==> config.mk <==
export PLATFORM = sky130hd
export DESIGN_NAME = aes_kv_wrap
export DESIGN_NICKNAME = d
export VERILOG_FILES = /design/src/common/aes_kv_pkg.sv /design/src/design/aes_kv_wrap.sv /design/src/design/edn_req_arbiter.sv /design/src/kv_intercept/kv_chunk_buffer.sv /design/src/kv_intercept/kv_intercept_ctrl.sv
export SDC_FILE = /design/constraint.sdc
export NUM_CORES = 1
export LEC_CHECK = 0
export ABC_AREA = 1
export BUFFER_PORTS_ARGS = -buffer_cell sky130_fd_sc_hd__buf_2
export CAP_MARGIN = 10
export CORE_AREA = 2 2 333 335
export DETAILED_ROUTE_END_ITERATION = 8
export DIE_AREA = 0 0 335 337
export GPL_TIMING_DRIVEN = 1
export MAX_ROUTING_LAYER = met4
export SLEW_MARGIN = 20
export SYNTH_ARGS = -nofsm -noshare
export SYNTH_HDL_FRONTEND = slang
export SYNTH_SLANG_ARGS = --single-unit
==> constraint.sdc <==
create_clock -name clk_i -period 2.6 [get_ports clk_i]
set_clock_uncertainty 0.05 [all_clocks]
set_input_delay 0.13 -clock clk_i [delete_from_list [all_inputs] [get_ports clk_i]]
set_output_delay 0.13 -clock clk_i [all_outputs]
set_load 0.02 [all_outputs]
==> src/common/aes_kv_pkg.sv <==
////////////////////////////////////////////////////////////
// AES key-vault intercept package
// Widths, chunk geometry and the structs shared by the
// intercept control, the chunk buffer and the top level
////////////////////////////////////////////////////////////

`default_nettype none

package aes_kv_pkg;

  ////////////////////////////////////////////////////////////
  // Widths
  ////////////////////////////////////////////////////////////

  // One AES output block, four 32-bit data-out words
  parameter int unsigned BlockWidth = 128;

  // Key-vault write width
  parameter int unsigned KvWrWidth = 512;

  // Number of output blocks held by the key-vault buffer
  parameter int unsigned NumChunks = KvWrWidth / BlockWidth;

  // Width of a chunk index
  parameter int unsigned ChunkIdxWidth = 2;

  // EDN entropy bus width
  parameter int unsigned EntropyWidth = 32;

  ////////////////////////////////////////////////////////////
  // Types
  ////////////////////////////////////////////////////////////

  typedef logic [BlockWidth-1:0] block_t;

  typedef logic [ChunkIdxWidth-1:0] chunk_idx_t;

  // Key size in bytes, legal values are 16, 32, 48 and 64
  typedef logic [6:0] key_size_t;

  // Output beat of the AES core
  typedef struct packed {
    // Single-cycle strobe marking a new output block
    logic   valid;
    block_t data;
  } core_out_t;

  // Key-vault control from the surrounding system
  typedef struct packed {
    // Route output blocks to the key vault
    logic      kv_en;
    // Forbid register read-out of output blocks
    logic      block_reg_output;
    key_size_t key_size;
    // Level, wipes the buffer while high
    logic      clear_secrets;
    // Strobe from the key-vault writer once the key is consumed
    logic      kv_write_done;
    // Strobe from the data-out clear trigger
    logic      data_out_clear;
  } kv_ctrl_t;

endpackage

`default_nettype wire
==> src/design/aes_kv_wrap.sv <==
////////////////////////////////////////////////////////////
// AES key-vault wrapper
// Intercepts AES output blocks for the key vault and
// arbitrates the two PRNG entropy requests onto one EDN port
////////////////////////////////////////////////////////////

`timescale 1ns/10ps
`default_nettype none

module aes_kv_wrap #(
  parameter int unsigned NumChunks = aes_kv_pkg::NumChunks
) (
  input  logic                                       clk_i,
  input  logic                                       rst_ni,

  // AES core side
  input  aes_kv_pkg::core_out_t                      core_out_i,
  input  logic                                       core_idle_i,
  input  logic                                       data_in_we_i,

  // Key-vault control and status
  input  aes_kv_pkg::kv_ctrl_t                       kv_ctrl_i,
  output aes_kv_pkg::block_t                         data_out_o,
  output logic                                       output_lost_o,
  output logic [NumChunks*aes_kv_pkg::BlockWidth-1:0] kv_data_o,
  output logic                                       kv_data_valid_o,

  // Entropy requesters
  input  logic                                       clearing_req_i,
  input  logic                                       masking_req_i,
  output logic                                       clearing_ack_o,
  output logic                                       masking_ack_o,

  // EDN port
  output logic                                       edn_req_o,
  input  logic                                       edn_ack_i,
  input  logic [aes_kv_pkg::EntropyWidth-1:0]        edn_bus_i,
  output logic [aes_kv_pkg::EntropyWidth-1:0]        entropy_o
);

  logic                  kv_capture;
  aes_kv_pkg::chunk_idx_t kv_capture_idx;
  logic                  kv_end;

  ////////////////////////////////////////////////////////////
  // Key-vault intercept
  ////////////////////////////////////////////////////////////

  kv_intercept_ctrl #(
    .NumChunks (NumChunks)
  ) u_intercept (
    .clk_i         (clk_i),
    .rst_ni        (rst_ni),
    .data_in_we_i  (data_in_we_i),
    .core_idle_i   (core_idle_i),
    .core_valid_i  (core_out_i.valid),
    .kv_ctrl_i     (kv_ctrl_i),
    .core_data_i   (core_out_i.data),
    .data_out_o    (data_out_o),
    .output_lost_o (output_lost_o),
    .capture_o     (kv_capture),
    .end_o         (kv_end),
    .capture_idx_o (kv_capture_idx)
  );

  // Block data goes straight from the core into the buffer
  kv_chunk_buffer #(
    .NumChunks (NumChunks)
  ) u_buffer (
    .clk_i           (clk_i),
    .rst_ni          (rst_ni),
    .capture_i       (kv_capture),
    .end_i           (kv_end),
    .capture_idx_i   (kv_capture_idx),
    .block_i         (core_out_i.data),
    .kv_ctrl_i       (kv_ctrl_i),
    .kv_data_o       (kv_data_o),
    .kv_data_valid_o (kv_data_valid_o)
  );

  ////////////////////////////////////////////////////////////
  // EDN
  ////////////////////////////////////////////////////////////

  edn_req_arbiter u_arbiter (
    .clk_i          (clk_i),
    .rst_ni         (rst_ni),
    .clearing_req_i (clearing_req_i),
    .masking_req_i  (masking_req_i),
    .edn_ack_i      (edn_ack_i),
    .edn_req_o      (edn_req_o),
    .clearing_ack_o (clearing_ack_o),
    .masking_ack_o  (masking_ack_o)
  );

  // Both PRNGs see the same entropy word, only the winner gets an ack
  assign entropy_o = edn_bus_i;

endmodule

`default_nettype wire

==> src/design/edn_req_arbiter.sv <==
////////////////////////////////////////////////////////////
// EDN request arbiter
// Merges the clearing and masking PRNG requests onto one
// EDN request, clearing PRNG first
////////////////////////////////////////////////////////////

`timescale 1ns/10ps
`default_nettype none

module edn_req_arbiter (
  input  logic clk_i,
  input  logic rst_ni,
  input  logic clearing_req_i,
  input  logic masking_req_i,
  input  logic edn_ack_i,
  output logic edn_req_o,
  output logic clearing_ack_o,
  output logic masking_ack_o
);

  logic req_any;
  logic edn_req;
  logic hold_d;
  logic hold_q;

  ////////////////////////////////////////////////////////////
  // Arbitration
  ////////////////////////////////////////////////////////////

  assign req_any = clearing_req_i | masking_req_i;

  // Ack goes only to the winner
  assign clearing_ack_o = clearing_req_i & edn_ack_i;
  assign masking_ack_o  = ~clearing_req_i & masking_req_i & edn_ack_i;

  ////////////////////////////////////////////////////////////
  // Request hold
  ////////////////////////////////////////////////////////////

  // Once raised, the EDN request stays up until EDN acks it
  assign edn_req = req_any | hold_q;
  assign hold_d  = edn_req & ~edn_ack_i;

  always_ff @(posedge clk_i or negedge rst_ni) begin
    if (!rst_ni) begin
      hold_q <= 1'b0;
    end else begin
      hold_q <= hold_d;
    end
  end

  assign edn_req_o = edn_req;

  // The two PRNGs never consume the same entropy word
  ack_onehot_a: assert property (
    @(posedge clk_i) disable iff (!rst_ni)
    !(clearing_ack_o && masking_ack_o)
  );

endmodule

`default_nettype wire

==> src/kv_intercept/kv_chunk_buffer.sv <==
////////////////////////////////////////////////////////////
// Key-vault chunk buffer
// Collects output blocks into chunk slots and flags the
// assembled key as valid at the end of an operation
////////////////////////////////////////////////////////////

`timescale 1ns/10ps
`default_nettype none

module kv_chunk_buffer #(
  parameter int unsigned NumChunks = aes_kv_pkg::NumChunks
) (
  input  logic                                        clk_i,
  input  logic                                        rst_ni,
  input  logic                                        capture_i,
  input  logic                                        end_i,
  input  aes_kv_pkg::chunk_idx_t                      capture_idx_i,
  input  aes_kv_pkg::block_t                          block_i,
  input  aes_kv_pkg::kv_ctrl_t                        kv_ctrl_i,
  output logic [NumChunks*aes_kv_pkg::BlockWidth-1:0] kv_data_o,
  output logic                                        kv_data_valid_o
);

  aes_kv_pkg::block_t [NumChunks-1:0] chunk_q;
  logic                               valid_q;
  logic                               clear_now;
  logic                               done_clear;

  // Secrets and data-out clear win over everything
  assign clear_now  = kv_ctrl_i.clear_secrets || kv_ctrl_i.data_out_clear;
  // Write-done only clears when no new key completes
  assign done_clear = kv_ctrl_i.kv_write_done && !end_i;

  ////////////////////////////////////////////////////////////
  // Chunk slots
  ////////////////////////////////////////////////////////////

  for (genvar i = 0; i < NumChunks; i++) begin : gen_chunk
    always_ff @(posedge clk_i or negedge rst_ni) begin
      if (!rst_ni) begin
        chunk_q[i] <= '0;
      end else if (clear_now) begin
        chunk_q[i] <= '0;
      end else if (capture_i && (capture_idx_i == aes_kv_pkg::chunk_idx_t'(i))) begin
        chunk_q[i] <= block_i;
      end else if (done_clear) begin
        chunk_q[i] <= '0;
      end
    end
  end

  ////////////////////////////////////////////////////////////
  // Valid flag
  ////////////////////////////////////////////////////////////

  always_ff @(posedge clk_i or negedge rst_ni) begin
    if (!rst_ni) begin
      valid_q <= 1'b0;
    end else if (clear_now) begin
      valid_q <= 1'b0;
    end else if (end_i) begin
      valid_q <= 1'b1;
    end else if (done_clear) begin
      valid_q <= 1'b0;
    end
  end

  // Chunk 0 sits in the low bits
  assign kv_data_o       = chunk_q;
  assign kv_data_valid_o = valid_q;

  // A key never becomes visible right after a secrets wipe
  valid_after_clear_a: assert property (
    @(posedge clk_i) disable iff (!rst_ni)
    kv_ctrl_i.clear_secrets |=> !kv_data_valid_o
  );

endmodule

`default_nettype wire

==> src/kv_intercept/kv_intercept_ctrl.sv <==
////////////////////////////////////////////////////////////
// Key-vault intercept control
// Arms on the first data-in write, counts output beats,
// detects end of operation and conceals data-out
////////////////////////////////////////////////////////////

`timescale 1ns/10ps
`default_nettype none

module kv_intercept_ctrl #(
  parameter int unsigned NumChunks = aes_kv_pkg::NumChunks
) (
  input  logic                   clk_i,
  input  logic                   rst_ni,
  input  logic                   data_in_we_i,
  input  logic                   core_idle_i,
  input  logic                   core_valid_i,
  input  aes_kv_pkg::kv_ctrl_t   kv_ctrl_i,
  input  aes_kv_pkg::block_t     core_data_i,
  output aes_kv_pkg::block_t     data_out_o,
  output logic                   output_lost_o,
  output logic                   capture_o,
  output logic                   end_o,
  output aes_kv_pkg::chunk_idx_t capture_idx_o
);

  // One counter bit is kept even for a single-chunk buffer
  localparam int unsigned CntWidth   = (NumChunks > 1) ? $clog2(NumChunks) : 1;
  localparam int unsigned BlockBytes = aes_kv_pkg::BlockWidth / 8;

  logic                intercept_q;
  logic                mask_en_q;
  logic                output_lost_q;
  logic [CntWidth-1:0] cnt_q;
  logic [CntWidth-1:0] thresh;
  logic [6:0]          key_blocks;
  logic                arm;
  logic                capture;
  logic                intercept_end;

  ////////////////////////////////////////////////////////////
  // Threshold and strobes
  ////////////////////////////////////////////////////////////

  // Last chunk index for the key size, limited to the buffer depth
  always_comb begin
    key_blocks = kv_ctrl_i.key_size / 7'(BlockBytes);
    if (key_blocks == 7'd0) begin
      thresh = '0;
    end else if (key_blocks > 7'(NumChunks)) begin
      thresh = CntWidth'(NumChunks - 1);
    end else begin
      thresh = CntWidth'(key_blocks - 7'd1);
    end
  end

  // Firmware arms the intercept with its first data-in write
  assign arm           = data_in_we_i && (cnt_q == '0);
  assign capture       = intercept_q && core_valid_i;
  assign intercept_end = intercept_q && core_idle_i && (cnt_q == thresh);

  ////////////////////////////////////////////////////////////
  // Control state
  ////////////////////////////////////////////////////////////

  always_ff @(posedge clk_i or negedge rst_ni) begin
    if (!rst_ni) begin
      intercept_q <= 1'b0;
      mask_en_q   <= 1'b1;
    end else if (arm) begin
      intercept_q <= kv_ctrl_i.kv_en;
      mask_en_q   <= ~kv_ctrl_i.kv_en & ~kv_ctrl_i.block_reg_output;
    end else if (intercept_end) begin
      intercept_q <= 1'b0;
      mask_en_q   <= 1'b1;
    end
  end

  // Saturates at the threshold so extra beats overwrite the last chunk
  always_ff @(posedge clk_i or negedge rst_ni) begin
    if (!rst_ni) begin
      cnt_q <= '0;
    end else if (!intercept_q || intercept_end) begin
      cnt_q <= '0;
    end else if (capture && (cnt_q != thresh)) begin
      cnt_q <= cnt_q + 1'b1;
    end
  end

  // A blocked beat is lost, a new operation starts clean
  always_ff @(posedge clk_i or negedge rst_ni) begin
    if (!rst_ni) begin
      output_lost_q <= 1'b0;
    end else if (core_valid_i && kv_ctrl_i.block_reg_output) begin
      output_lost_q <= 1'b1;
    end else if (arm) begin
      output_lost_q <= 1'b0;
    end
  end

  ////////////////////////////////////////////////////////////
  // Outputs
  ////////////////////////////////////////////////////////////

  assign data_out_o    = mask_en_q ? core_data_i : '0;
  assign output_lost_o = output_lost_q;
  assign capture_o     = capture;
  assign end_o         = intercept_end;
  assign capture_idx_o = aes_kv_pkg::chunk_idx_t'(cnt_q);

  // Key size is held during an operation, so the count stays in range
  cnt_in_range_a: assert property (
    @(posedge clk_i) disable iff (!rst_ni)
    intercept_q |-> (cnt_q <= thresh)
  );

endmodule

`default_nettype wire

==> qor.yml <==
clk_pin_slew_worst_paths_ns: 0.06
yosys-top-cells-area: "dfrtp_1, nand2_1, nand4_1"
first_global_vias: 23000
synth_edf_count: 0
yosysTopAreaCellShare_pct: 53.8
multi_input_area_mm2: 0.00832
fin_util_pct: 29.8
hold_ws_ns: 0.0611
synth_top_family_by_area: "simple AND/OR/NAND/NOR gates"
post-place-ws_ns: 0.456
numClockSinks: 519
seqPwrFrac_pct: 36.5
core_region_area_mm2: 0.110
p_leak_nw: 20.1
dp_hpwl_um: 71000
synth_most_common_cell: "nand2_1"
path_delay_family: "flip-flops"
post-cts-setup-buffers: 0
period_share_pct: 94.0
routed_via_density: 4.61
cts_buffers: 58
fin_ws_ns: 0.156
io_pins: 857
slowest_delay_ns: 0.78
setup_violations: 0
cts_tree: "built"
die_area_mm2: 0.113
initial_core_util_pct: 22.0
worstSetupEndpointType: "primary output"
synth_fp_nets: 3105
post-route-drc-count: 0
placedCellCount: 4944
cap_violations: 0
ant_nets: 0
async_flop_share_pct: 100
fp.dieH_um: 337
antenna_found_initial: 3
arrival_ns: 2.26
rsz0062_at_grt: "false"
final_max_slew_viol_count: 0
ys_ff_latch: 519
netlist_area_mm2: 0.0241
start_kind: "flip-flop"
drtIter0Drc: 1885
routabilityCongestion: 0.833
grtUsageTotal_pct: 18.1
period_needed_ns: 2.44
synth_cell_type_count: 22
htree_levels: 2
fmax_mhz: 409
path_class: "flip-flop to primary output"
synth_flop_cell: "dfrtp_1"
cp_max_fo: 39
tns_ns: 0
clockBufferDepth: 3
synthSimpleGateAreaFrac_pct: 33.9
drt_pass1_iterations: 6
netlist_instances: 2920
post_drt_wl_per_cell_um: 20.0
cts-root-buf: "clkbuf_16"
combinationalPowerShare_pct: 27.1
wl_um: 104000
yosysTopAreaCell: "dfrtp_1"
overflow: 0
p_int_mw: 15.1
yosys_warnings: 0
fin_nets: 3906
power.share.clock_pct: 36.3
synth_fa_ha_area_share_pct: 0.259
layout-drive-gt1-share_pct: 26.3
num-fill-cells: 11600
worstPathCellList: "buf_4 > nand2_1 > inv_1 > buf_2"
vias: 23900
grt_max_degree: 144
synthMuxAreaShare_pct: 0
avgSynthCellArea_um2: 8.26
die_w_um: 335
p_sw_share_pct: 36.2
ctsResizeCount: 0
port_buffers: 788
power-per-cell-area_mw_per_mm2: 722
cp.required_ns: 2.42
seq_area_mm2: 0.0130
hold_class: "input port to flip-flop"
final_cells: 5197
p_switching_mw: 8.55
ir_worst_vdd_mv: 0.476
syn_to_final_growth_pct: 35.6
synth-xor-area-share_pct: 0
synth-compound-area-share_pct: 0.171
seq_area_frac_synth_pct: 53.9
synth_common_cells: "nand2_1, dfrtp_1, nand4_1"
insertion_delay_ns: 0.63
grt_pass1_wl_um: 151000
hold_viol_final: 0
status: "finished, final reports clean"
path_buf_inv: 3
max_slew_margin_pct: 36.0
cts.hold.buffers_added: 143
rows: 122
cp_slowest_cell: "dfstp_4"
worstMarginPinSlew_ns: 0.960
placed cells by master (no fill, tap or decap):
master / synthesis / final
bufinv_16: 0 / 4
clkinv_4: 0 / 2
dlygate4sd3_1: 0 / 142
inv_1: 276 / 271
nor2_1: 132 / 132
dfrtp_1: 518 / 518
nand2_8: 1 / 1
nand2_4: 0 / 4
ha_1: 5 / 5
a31oi_1: 2 / 2
buf_2: 26 / 787
buf_4: 32 / 57
clkbuf_8: 0 / 16
buf_8: 41 / 1
nand2_1: 1176 / 1172
clkbuf_16: 0 / 59
clkinvlp_4: 0 / 1
buf_16: 0 / 1
diode_2: 0 / 1
nor2_4: 0 / 1
nand3_1: 5 / 5
inv_2: 1 / 1
clkbuf_1: 146 / 13
a22o_1: 1 / 1
dfstp_4: 0 / 1
inv_6: 0 / 6
buf_12: 4 / 37
clkinv_2: 0 / 13
nand4_4: 1 / 1
nand4_1: 512 / 512
a21oi_1: 4 / 4
state kept, by name, summed over array words and instances (netlist names):
name / count
u_intercept.intercept_q: 1
u_arbiter.hold_q: 1
u_buffer.kv_data_valid_o: 1
u_buffer.kv_data_o: 512
u_intercept.capture_idx_o: 2
u_intercept.mask_en_q: 1
u_intercept.output_lost_o: 1
power groups by stage:
stage | Combinational, mW | Sequential (mW) | Clock, mW
2_1_floorplan | 3.46 | 9.00 | 0
3_3_place_gp | 6.20 | 8.76 | 0
3_5_place_dp | 6.22 | 8.77 | 0
4_1_cts | 6.44 | 8.63 | 8.79
5_1_grt | 6.93 | 8.66 | 9.11
6_report | 6.41 | 8.63 | 8.58
path summary, 6_finish.rpt:
kind / start / to / slack, ns / depth (start not counted)
worst min-delay path: kv_ctrl_i[2] / u_buffer.kv_data_o[190]$_DFFE_PN0P_ / 0.06 / 5
max in group asynchronous: rst_ni / u_buffer.kv_data_o[373]$_DFFE_PN0P_ / 1.80 / 4
worst max-delay path: u_intercept.mask_en_q$_DFFE_PN1P_ / data_out_o[64] / 0.16 / 4
worst max register to register: u_intercept.capture_idx_o[0]$_DFFE_PN0P_ / u_intercept.mask_en_q$_DFFE_PN1P_ / 0.20 / 7
min in group asynchronous: rst_ni / u_buffer.kv_data_o[447]$_DFFE_PN0P_ / 0.09 / 3
worst min register to register: u_buffer.kv_data_o[12]$_DFFE_PN0P_ / u_buffer.kv_data_o[12]$_DFFE_PN0P_ / 0.46 / 2
final cells by class:
type / instances / share of cell area [%]
multi-input combinational: 1840 / 25.5
timing repair buffer: 1025 / 20.1
tap: 1426 / 5.46
clock inverter: 21 / 0.670
clock buffer: 88 / 5.34
antenna: 1 / 0.00765
inverter: 277 / 3.26
sequential: 519 / 39.7
cells by family after synthesis:
kind of cell             Yosys count
AO/OA/AOI/OAI                      7
adder cells (fa/ha/maj)            5
buffers and inverters            561
flip-flops                       519
AND/OR/NAND/NOR                 1828
worst register-to-register path, cell delays in order, from the launching register on:
cell	delay [ns]
dfrtp_1	0.43
inv_1	0.13
ha_1	0.27
nand2_1	0.15
nor2_1	0.07
dlygate4sd3_1	0.55
a31oi_1	0.13
dlygate4sd3_1	0.56
metal layers:
metal	vias to the layer above	GRT usage, %	part of all wire [%]	wire length, um
met5	-	-	0	0
met4	0	6.84	3.8	3950
met3	189	4.64	8.9	9220
met2	1162	27.8	46	47700
met1	11600	22.8	41	43000
li1	11000	-	-	-
through the flow:
step	instance area [um2]	power, mW
3_5_place_dp	29300	15.0
3_3_place_gp	29300	15.0
5_1_grt	32700	24.7
4_1_cts	32700	23.9
6_report	32700	23.6
2_1_floorplan	24100	12.5
No activity file was read; power rests on OpenSTA's default activity.
